**src/include/rs_settings.svh**
```systemverilog
`ifndef RS_SETTINGS_SVH
`define RS_SETTINGS_SVH

// ====================
// core sizing.
// ====================

`define RS_NUM_REGS    16    // architectural registers.
`define RS_NUM_ENTRIES 5     // one alu, one load, one store, two mult.
`define RS_XLEN        32

// ====================
// units.
// ====================

`define RS_MEM_WORDS   64    // lower half read by loads, upper half written by stores.
`define RS_MUL_STAGES  3

`endif

```
**src/hw/rs_pkg.sv**
```systemverilog
`default_nettype none

`include "rs_settings.svh"

package rs_pkg;

    typedef enum logic [6:0] {
        LOAD  = 7'b0000011,
        STORE = 7'b0100011,
        OP    = 7'b0110011,
        MADD  = 7'b1000011   // integer multiply in this core.
    } opcode_e;

    typedef enum logic [1:0] {
        ADD = 2'd0,
        SUB = 2'd1,
        XOR = 2'd2
    } alu_func_e;

    typedef enum logic [1:0] {
        FU_ALU   = 2'd0,
        FU_LOAD  = 2'd1,
        FU_STORE = 2'd2,
        FU_MULT  = 2'd3
    } fu_class_e;

    typedef logic [2:0] tag_t;   // entry + 1, zero when value present.
    typedef logic [$clog2(`RS_NUM_REGS)-1:0] reg_idx_t;
    typedef logic [`RS_XLEN-1:0] word_t;
    typedef logic [$clog2(`RS_MEM_WORDS)-1:0] mem_addr_t;

    typedef struct packed {
        logic      valid;
        opcode_e   opcode;
        alu_func_e func;
        reg_idx_t  dest;
        reg_idx_t  src1;
        reg_idx_t  src2;
        logic [11:0] imm;
    } dispatch_packet_t;

    typedef struct packed {
        tag_t  tag;
        word_t value;
    } operand_t;

    typedef struct packed {
        logic      valid;
        tag_t      tag;
        fu_class_e fu_class;
        alu_func_e func;
        reg_idx_t  dest;
        word_t     v1;
        word_t     v2;
        logic [11:0] imm;
    } issue_packet_t;

    typedef struct packed {
        logic     valid;
        tag_t     tag;
        reg_idx_t dest;
        word_t    value;
    } cdb_packet_t;

    typedef struct packed {
        logic      valid;
        mem_addr_t addr;
        word_t     data;
    } mem_write_t;

endpackage

`default_nettype wire

```
**src/hw/map_table.sv**
```systemverilog
`timescale 1ns/1ps
`default_nettype none

`include "rs_settings.svh"

module map_table (
    input  logic                                  clock,
    input  logic                                  reset,
    input  rs_pkg::dispatch_packet_t              dispatch,
    input  logic                                  dispatch_fire,
    input  rs_pkg::tag_t                          alloc_tag,
    input  rs_pkg::cdb_packet_t                   cdb,
    output rs_pkg::operand_t                      src1_op,
    output rs_pkg::operand_t                      src2_op,
    output logic [`RS_NUM_REGS-1:0][`RS_XLEN-1:0] reg_values
);

    rs_pkg::tag_t tags [`RS_NUM_REGS];

    // value or producer tag, with the bus result forwarded.
    function automatic rs_pkg::operand_t lookup(input rs_pkg::reg_idx_t r);
        rs_pkg::operand_t op;
        op.tag   = tags[r];
        op.value = reg_values[r];
        if (tags[r] != '0 && cdb.valid && cdb.tag == tags[r]) begin
            op.tag   = '0;
            op.value = cdb.value;
        end
        return op;
    endfunction

    always_comb begin
        src1_op = lookup(dispatch.src1);
        src2_op = lookup(dispatch.src2);
    end

    always_ff @(posedge clock or posedge reset) begin
        if (reset) begin
            reg_values <= '0;
            for (int r = 0; r < `RS_NUM_REGS; r++) begin
                tags[r] <= '0;
            end
        end else begin
            // write back only while the register still waits on this tag.
            if (cdb.valid && tags[cdb.dest] == cdb.tag) begin
                reg_values[cdb.dest] <= cdb.value;
                tags[cdb.dest]       <= '0;
            end
            if (dispatch_fire && dispatch.opcode != rs_pkg::STORE && dispatch.dest != '0) begin
                tags[dispatch.dest] <= alloc_tag;   // newest producer wins.
            end
        end
    end

endmodule

`default_nettype wire

```
**src/hw/rs.sv**
```systemverilog
`timescale 1ns/1ps
`default_nettype none

`include "rs_settings.svh"

module rs (
    input  logic                     clock,
    input  logic                     reset,
    input  rs_pkg::dispatch_packet_t dispatch,
    input  rs_pkg::operand_t         src1_op,
    input  rs_pkg::operand_t         src2_op,
    input  rs_pkg::cdb_packet_t      cdb,
    input  logic                     store_done,
    input  logic [3:0]               unit_ready,
    output logic                     stall,
    output logic                     dispatch_fire,
    output rs_pkg::tag_t             alloc_tag,
    output rs_pkg::issue_packet_t    issue_alu,
    output rs_pkg::issue_packet_t    issue_load,
    output rs_pkg::issue_packet_t    issue_store,
    output rs_pkg::issue_packet_t    issue_mult
);

    localparam int NE    = `RS_NUM_ENTRIES;
    localparam int IDX_W = $clog2(NE);

    function automatic rs_pkg::fu_class_e entry_class(input int idx);
        case (idx)
            0:       return rs_pkg::FU_ALU;
            1:       return rs_pkg::FU_LOAD;
            2:       return rs_pkg::FU_STORE;
            default: return rs_pkg::FU_MULT;
        endcase
    endfunction

    logic [NE-1:0]     busy;
    logic [NE-1:0]     issued;
    rs_pkg::tag_t      tag1 [NE];
    rs_pkg::tag_t      tag2 [NE];
    rs_pkg::word_t     val1 [NE];
    rs_pkg::word_t     val2 [NE];
    rs_pkg::reg_idx_t  dest [NE];
    rs_pkg::alu_func_e func [NE];
    logic [11:0]       imm  [NE];

    rs_pkg::fu_class_e     disp_class;
    logic                  has_free;
    logic [IDX_W-1:0]      alloc_idx;
    logic [NE-1:0]         ready;
    logic [3:0]            sel_found;
    logic [IDX_W-1:0]      sel_idx [4];
    rs_pkg::issue_packet_t issue_q [4];   // one per class.

    // ====================
    // allocation
    // ====================

    always_comb begin
        case (dispatch.opcode)
            rs_pkg::LOAD:  disp_class = rs_pkg::FU_LOAD;
            rs_pkg::STORE: disp_class = rs_pkg::FU_STORE;
            rs_pkg::MADD:  disp_class = rs_pkg::FU_MULT;
            default:       disp_class = rs_pkg::FU_ALU;
        endcase
    end

    always_comb begin
        has_free  = 1'b0;
        alloc_idx = '0;
        for (int i = NE - 1; i >= 0; i--) begin   // lowest free entry wins.
            if (!busy[i] && entry_class(i) == disp_class) begin
                has_free  = 1'b1;
                alloc_idx = IDX_W'(i);
            end
        end
    end

    assign stall         = !has_free;
    assign dispatch_fire = dispatch.valid && has_free;
    assign alloc_tag     = rs_pkg::tag_t'(alloc_idx) + 3'd1;

    // ====================
    // issue select
    // ====================

    always_comb begin
        for (int i = 0; i < NE; i++) begin
            ready[i] = busy[i] && !issued[i] && tag1[i] == '0 && tag2[i] == '0;
        end
        for (int c = 0; c < 4; c++) begin
            sel_found[c] = 1'b0;
            sel_idx[c]   = '0;
            for (int i = NE - 1; i >= 0; i--) begin
                if (ready[i] && int'(entry_class(i)) == c) begin
                    sel_found[c] = 1'b1;
                    sel_idx[c]   = IDX_W'(i);
                end
            end
        end
    end

    always_ff @(posedge clock or posedge reset) begin
        if (reset) begin
            busy   <= '0;
            issued <= '0;
            for (int i = 0; i < NE; i++) begin
                tag1[i] <= '0;
                tag2[i] <= '0;
            end
            for (int c = 0; c < 4; c++) begin
                issue_q[c] <= '0;
            end
        end else begin
            for (int i = 0; i < NE; i++) begin
                if (cdb.valid && tag1[i] == cdb.tag) tag1[i] <= '0;   // wakeup.
                if (cdb.valid && tag2[i] == cdb.tag) tag2[i] <= '0;
                if (cdb.valid && cdb.tag == rs_pkg::tag_t'(i + 1)) begin
                    busy[i] <= 1'b0;
                end
                if (store_done && entry_class(i) == rs_pkg::FU_STORE) begin
                    busy[i] <= 1'b0;
                end
                if (dispatch_fire && alloc_idx == IDX_W'(i)) begin
                    busy[i]   <= 1'b1;
                    issued[i] <= 1'b0;
                    tag1[i]   <= src1_op.tag;
                    // loads have no second operand.
                    tag2[i]   <= (disp_class == rs_pkg::FU_LOAD) ? '0 : src2_op.tag;
                end
            end
            for (int c = 0; c < 4; c++) begin
                if (!issue_q[c].valid || unit_ready[c]) begin
                    issue_q[c].valid <= 1'b0;
                    if (sel_found[c]) begin
                        issued[sel_idx[c]] <= 1'b1;
                        issue_q[c] <= '{
                            valid:    1'b1,
                            tag:      rs_pkg::tag_t'(sel_idx[c]) + 3'd1,
                            fu_class: rs_pkg::fu_class_e'(c),
                            func:     func[sel_idx[c]],
                            dest:     dest[sel_idx[c]],
                            v1:       val1[sel_idx[c]],
                            v2:       val2[sel_idx[c]],
                            imm:      imm[sel_idx[c]]
                        };
                    end
                end
            end
        end
    end

    always_ff @(posedge clock) begin
        for (int i = 0; i < NE; i++) begin
            if (dispatch_fire && alloc_idx == IDX_W'(i)) begin
                val1[i] <= src1_op.value;
                val2[i] <= src2_op.value;
                dest[i] <= dispatch.dest;
                func[i] <= dispatch.func;
                imm[i]  <= dispatch.imm;
            end else begin
                if (cdb.valid && tag1[i] == cdb.tag) val1[i] <= cdb.value;
                if (cdb.valid && tag2[i] == cdb.tag) val2[i] <= cdb.value;
            end
        end
    end

    assign issue_alu   = issue_q[int'(rs_pkg::FU_ALU)];
    assign issue_load  = issue_q[int'(rs_pkg::FU_LOAD)];
    assign issue_store = issue_q[int'(rs_pkg::FU_STORE)];
    assign issue_mult  = issue_q[int'(rs_pkg::FU_MULT)];

endmodule

`default_nettype wire

```
**src/hw/exec_units.sv**
```systemverilog
`timescale 1ns/1ps
`default_nettype none

`include "rs_settings.svh"

module exec_units (
    input  logic                  clock,
    input  logic                  reset,
    input  rs_pkg::issue_packet_t issue_alu,
    input  rs_pkg::issue_packet_t issue_load,
    input  rs_pkg::issue_packet_t issue_store,
    input  rs_pkg::issue_packet_t issue_mult,
    input  logic [2:0]            grant,        // {mult, load, alu}.
    output logic [3:0]            unit_ready,   // indexed by fu class.
    output rs_pkg::cdb_packet_t   alu_result,
    output rs_pkg::cdb_packet_t   load_result,
    output rs_pkg::cdb_packet_t   mult_result,
    output logic                  store_done,
    output rs_pkg::mem_write_t    mem_write
);

    localparam int HALF_W = $clog2(`RS_MEM_WORDS) - 1;
    localparam int NSTAGE = `RS_MUL_STAGES;

    rs_pkg::word_t         mem [`RS_MEM_WORDS];
    rs_pkg::issue_packet_t load_s1;
    rs_pkg::cdb_packet_t   mul_pipe [NSTAGE];
    rs_pkg::word_t         alu_value;
    rs_pkg::word_t         mul_product;
    rs_pkg::mem_addr_t     load_addr;
    rs_pkg::mem_addr_t     store_addr;
    logic                  load_adv;
    logic                  mul_adv;

    // base plus imm, modulo half the memory.
    function automatic logic [HALF_W-1:0] half_addr(input rs_pkg::word_t base,
                                                    input logic [11:0] offset);
        rs_pkg::word_t sum;
        sum = base + {{(`RS_XLEN-12){offset[11]}}, offset};
        return sum[HALF_W-1:0];
    endfunction

    assign load_adv = !load_result.valid || grant[1];
    assign mul_adv  = !mul_pipe[NSTAGE-1].valid || grant[2];   // freeze while held.

    assign unit_ready[0] = !alu_result.valid || grant[0];
    assign unit_ready[1] = !load_s1.valid || load_adv;
    assign unit_ready[2] = 1'b1;
    assign unit_ready[3] = mul_adv;

    // ====================
    // alu
    // ====================

    always_comb begin
        case (issue_alu.func)
            rs_pkg::SUB: alu_value = issue_alu.v1 - issue_alu.v2;
            rs_pkg::XOR: alu_value = issue_alu.v1 ^ issue_alu.v2;
            default:     alu_value = issue_alu.v1 + issue_alu.v2;
        endcase
    end

    always_ff @(posedge clock or posedge reset) begin
        if (reset) begin
            alu_result <= '0;
        end else if (unit_ready[0]) begin
            alu_result <= '{
                valid: issue_alu.valid,
                tag:   issue_alu.tag,
                dest:  issue_alu.dest,
                value: alu_value
            };
        end
    end

    // ====================
    // load / store
    // ====================

    assign load_addr  = {1'b0, half_addr(load_s1.v1, load_s1.imm)};
    assign store_addr = {1'b1, half_addr(issue_store.v1, issue_store.imm)};

    always_ff @(posedge clock or posedge reset) begin
        if (reset) begin
            load_s1     <= '0;
            load_result <= '0;
        end else begin
            if (load_adv) begin
                load_result <= '{
                    valid: load_s1.valid,
                    tag:   load_s1.tag,
                    dest:  load_s1.dest,
                    value: mem[load_addr]
                };
            end
            if (unit_ready[1]) load_s1 <= issue_load;
        end
    end

    always_ff @(posedge clock or posedge reset) begin
        if (reset) begin
            for (int i = 0; i < `RS_MEM_WORDS; i++) begin
                if (i < `RS_MEM_WORDS / 2) begin
                    mem[i] <= rs_pkg::word_t'(i * 3);   // preload.
                end else begin
                    mem[i] <= '0;
                end
            end
            mem_write <= '0;
        end else begin
            mem_write.valid <= 1'b0;
            if (issue_store.valid) begin
                mem[store_addr] <= issue_store.v2;
                mem_write <= '{valid: 1'b1, addr: store_addr, data: issue_store.v2};
            end
        end
    end

    assign store_done = mem_write.valid;

    // ====================
    // multiply
    // ====================

    assign mul_product = issue_mult.v1 * issue_mult.v2;   // low word kept.

    always_ff @(posedge clock or posedge reset) begin
        if (reset) begin
            for (int s = 0; s < NSTAGE; s++) begin
                mul_pipe[s] <= '0;
            end
        end else if (mul_adv) begin
            mul_pipe[0] <= '{
                valid: issue_mult.valid,
                tag:   issue_mult.tag,
                dest:  issue_mult.dest,
                value: mul_product
            };
            for (int s = 1; s < NSTAGE; s++) begin
                mul_pipe[s] <= mul_pipe[s-1];
            end
        end
    end

    assign mult_result = mul_pipe[NSTAGE-1];

endmodule

`default_nettype wire

```
**src/hw/cdb_arbiter.sv**
```systemverilog
`timescale 1ns/1ps
`default_nettype none

module cdb_arbiter (
    input  rs_pkg::cdb_packet_t alu_result,
    input  rs_pkg::cdb_packet_t load_result,
    input  rs_pkg::cdb_packet_t mult_result,
    output logic [2:0]          grant,   // {mult, load, alu}.
    output rs_pkg::cdb_packet_t cdb
);

    // fixed priority, mult over load over alu.
    always_comb begin
        grant = 3'b000;
        cdb   = '0;
        if (mult_result.valid) begin
            grant = 3'b100;
            cdb   = mult_result;
        end else if (load_result.valid) begin
            grant = 3'b010;
            cdb   = load_result;
        end else if (alu_result.valid) begin
            grant = 3'b001;
            cdb   = alu_result;
        end
    end

endmodule

`default_nettype wire

```
**src/hw/ooo_core_top.sv**
```systemverilog
`timescale 1ns/1ps
`default_nettype none

`include "rs_settings.svh"

module ooo_core_top (
    input  logic                                  clock,
    input  logic                                  reset,
    input  rs_pkg::dispatch_packet_t              dispatch,
    output logic                                  stall,
    output rs_pkg::cdb_packet_t                   cdb,
    output rs_pkg::mem_write_t                    mem_write,
    output logic [`RS_NUM_REGS-1:0][`RS_XLEN-1:0] reg_values
);

    rs_pkg::operand_t      src1_op;
    rs_pkg::operand_t      src2_op;
    logic                  dispatch_fire;
    rs_pkg::tag_t          alloc_tag;
    logic                  store_done;
    logic [3:0]            unit_ready;
    logic [2:0]            grant;
    rs_pkg::issue_packet_t issue_alu;
    rs_pkg::issue_packet_t issue_load;
    rs_pkg::issue_packet_t issue_store;
    rs_pkg::issue_packet_t issue_mult;
    rs_pkg::cdb_packet_t   alu_result;
    rs_pkg::cdb_packet_t   load_result;
    rs_pkg::cdb_packet_t   mult_result;

    map_table u_map_table (
        .clock         (clock),
        .reset         (reset),
        .dispatch      (dispatch),
        .dispatch_fire (dispatch_fire),
        .alloc_tag     (alloc_tag),
        .cdb           (cdb),
        .src1_op       (src1_op),
        .src2_op       (src2_op),
        .reg_values    (reg_values)
    );

    rs u_rs (
        .clock         (clock),
        .reset         (reset),
        .dispatch      (dispatch),
        .src1_op       (src1_op),
        .src2_op       (src2_op),
        .cdb           (cdb),
        .store_done    (store_done),
        .unit_ready    (unit_ready),
        .stall         (stall),
        .dispatch_fire (dispatch_fire),
        .alloc_tag     (alloc_tag),
        .issue_alu     (issue_alu),
        .issue_load    (issue_load),
        .issue_store   (issue_store),
        .issue_mult    (issue_mult)
    );

    exec_units u_exec_units (
        .clock       (clock),
        .reset       (reset),
        .issue_alu   (issue_alu),
        .issue_load  (issue_load),
        .issue_store (issue_store),
        .issue_mult  (issue_mult),
        .grant       (grant),
        .unit_ready  (unit_ready),
        .alu_result  (alu_result),
        .load_result (load_result),
        .mult_result (mult_result),
        .store_done  (store_done),
        .mem_write   (mem_write)
    );

    cdb_arbiter u_cdb_arbiter (
        .alu_result  (alu_result),
        .load_result (load_result),
        .mult_result (mult_result),
        .grant       (grant),
        .cdb         (cdb)
    );

endmodule

`default_nettype wire

```
**config.mk**
```make
export PLATFORM = sky130hd
export DESIGN_NAME = ooo_core_top
export DESIGN_NICKNAME = d
export VERILOG_FILES = /design/src/hw/rs_pkg.sv /design/src/hw/map_table.sv /design/src/hw/rs.sv /design/src/hw/exec_units.sv /design/src/hw/cdb_arbiter.sv /design/src/hw/ooo_core_top.sv
export VERILOG_INCLUDE_DIRS = /design/src /design/src/include
export SDC_FILE = /design/constraint.sdc
export NUM_CORES = 2
export LEC_CHECK = 0
export ABC_AREA = 1
export BUFFER_PORTS_ARGS = -buffer_cell sky130_fd_sc_hd__buf_2
export CAP_MARGIN = 20
export CORE_ASPECT_RATIO = 1.1
export CORE_MARGIN = 1.5
export CORE_UTILIZATION = 46
export CTS_BUF_LIST = sky130_fd_sc_hd__clkbuf_4 sky130_fd_sc_hd__clkbuf_8
export DETAILED_ROUTE_END_ITERATION = 10
export PLACE_DENSITY = 0.62
export SLEW_MARGIN = 15
export SYNTH_ARGS = -nofsm -noshare
export SYNTH_HDL_FRONTEND = slang
export SYNTH_HIERARCHICAL = 1
export SYNTH_SLANG_ARGS = --single-unit
```
**constraint.sdc**
```tcl
create_clock -name clock -period 21.3 [get_ports clock]
set_input_delay 4.26 -clock clock [delete_from_list [all_inputs] [get_ports clock]]
set_output_delay 4.26 -clock clock [all_outputs]
set_load 0.02 [all_outputs]
```
==> metrics <==
hold_sp=u_exec_units/mul_pipe[79]; crit end category=output port; number of cells on the critical path=10; port bufs=620; Arrival @ worst endpoint=5.42 ns; HPWL Detailed=277 mm; IO Pins=628; vias in the first global route=81.9k; routability cong.=1.06; Worst Path Buf+Inv=4; Post-Syn Area=0.0876 mm2; core area=0.189 mm2; Critical Path RT=17.04 ns; H-tree depth=4; grt ovf=0; critical path fanouts, max=6; routed wire length=411 mm; GRT Util Overall=42.0%; DR WL/cell=28.9 um; final instance area=0.0965 mm2; Clock Latency Late Sink=1.09 ns; die area=0.193 mm2; RR Startpoint=u_rs/issue_mult[59]; r2r setup slk=13.60 ns; static leakage=48.2 nW; CTS tree=yes; Setup-failing EPs final=0; Layout area overhead=10.2%; Crit Path Category=primary input to output port; chip width=419 um; worst hold path depth=1; most common cell after layout, fill and taps aside=nand2_1; drt first pass iters=7; Fmax=103 MHz; CP top delay family=simple AND/OR/NAND/NOR gates; pre-CTS setup slack=11.23 ns; initial antenna violation count=30; Synth warnings=6; Final Hold Viols=0; PnR worst setup slack=11.62 ns; Tot Pwr=12.6 mW; fraction of layout cells with a size suffix above 1=13.5%; status=finished, final reports clean; site row count=167; Worst-path clk slew=0.07 ns; Worst Reg-to-Reg Cells=19; NumNets Final=12.1k; Max IR drop VDD=175 uV; CTS max path bufs=3; first-pass GRT wire length=584 mm; max-cap viol count=0; Cell Count, Final, Fillers Out=14.2k; slowest CP cell=nor2_1; setup TNS=0 ns; minimum clock period=9.68 ns; post-layout util=51.2%; slowest stage delay, CP=0.22 ns; clock root buffer master=clkbuf_8; dpl cells=13.8k; HP Class=flop to flop; drt via density=6.09; ANT nets after route=0; period utilisation layout=45.5%; CTS Buf Count=221; clock sinks=1297; RSZ-0062 raised after global routing=no; average size of a mapped cell=7.69 um2; final hold slack=0.436 ns; cell breakdown of the critical path=buf_2, inv_1, nand2_1, nor2_1, nand3_2, nand2_2, nor2_2, nand2_2, inv_1, buf_2; Worst Tran Pin Value=1.37 ns; power per cell area=130 mW/mm2; Worst Skew=0.116 ns; initial drt markers=11.6k; CP Launch Type=primary input; Hold EP=u_exec_units/mult_result[39]; Slew Limit Fails=0; Starting Density=46.4%; Cells after Synth=11.4k; Worst R2R End=u_exec_units/mul_pipe[111]; post_cts resized=0; largest net degree at the start of global routing=162; Vias=86.8k; Post-route DRC=0; cts hold-fix bufs=0; Die Ht=461 um; most frequent cells in the layout=nand2_1 (3394), inv_1 (1066), dfrtp_1 (1034), nor2_1 (925), o21ai_0 (807); DP Area=0.0914 mm2; # Post-CTS Setup Buffers=0; relative slew slack=8.48%
area by class of cell:
cell class	count	area, um2
fillers	18200	92100
multi-input cells	8053	45600
flip-flops and latches	1297	33800
repair buffers	829	4910
clock buffers	343	4260
inverters	1098	4170
well taps	2535	3170
clock inverters	72	641
diodes	17	42.5
worst register-to-register path: stages, from the launching register on:
cell and delay, ns:
dfrtp_1 1.06, nand2_1 0.27, fa_1 0.62, fa_1 0.48, fa_1 0.55, inv_1 0.05
fa_1 0.48, fa_1 0.57, fa_1 0.43, fa_1 0.60, fa_1 0.45, ha_1 0.40
a21oi_1 0.34, o21ai_0 0.21, a221oi_1 0.28, o21ai_0 0.13, nor2_1 0.32, nand3_1 0.13
nand3_1 0.15, nand2_1 0.07
where the power goes:
part | switching [mW] | leakage [nW] | internal [mW]
Clock | 1.15 | 2.60 | 1.36
Sequential | 0.692 | 14.6 | 3.35
Combinational | 4.61 | 31.0 | 1.42
Total | 6.46 | 48.2 | 6.13
state kept, by name, indices dropped and copies added, names as in the netlist, 43 cells and up:
name,flops
u_rs/val2,128
u_rs/issue_alu,72
u_exec_units/mul_pipe,80
u_map_table/reg_values,512
u_map_table/tags,48
u_rs/issue_mult,71
u_rs/val1,106
u_rs/issue_store,43
how the worst max path moves through the flow:
stage | startpoint | endpoint | slack, ns
finish | dispatch[31] | stall | 11.62
global route | dispatch[31] | stall | 11.52
CTS | dispatch[30] | stall | 11.66
detailed placement | dispatch[12] | u_rs/tag2[14] | 11.23
global placement | dispatch[12] | u_rs/tag2[8] | 11.38
floorplan | reset | u_map_table/reg_values[0] | 1.38
routing by layer:
metal	GRT usage, %	wire length (um)	up-vias
met4	38.9	46600	8
li1	-	-	37100
met5	0.405	146	-
met1	47.3	138000	42100
met2	61.3	175000	5912
met3	16.0	51600	1594
Note: power is estimated with default switching activity, not from simulation.
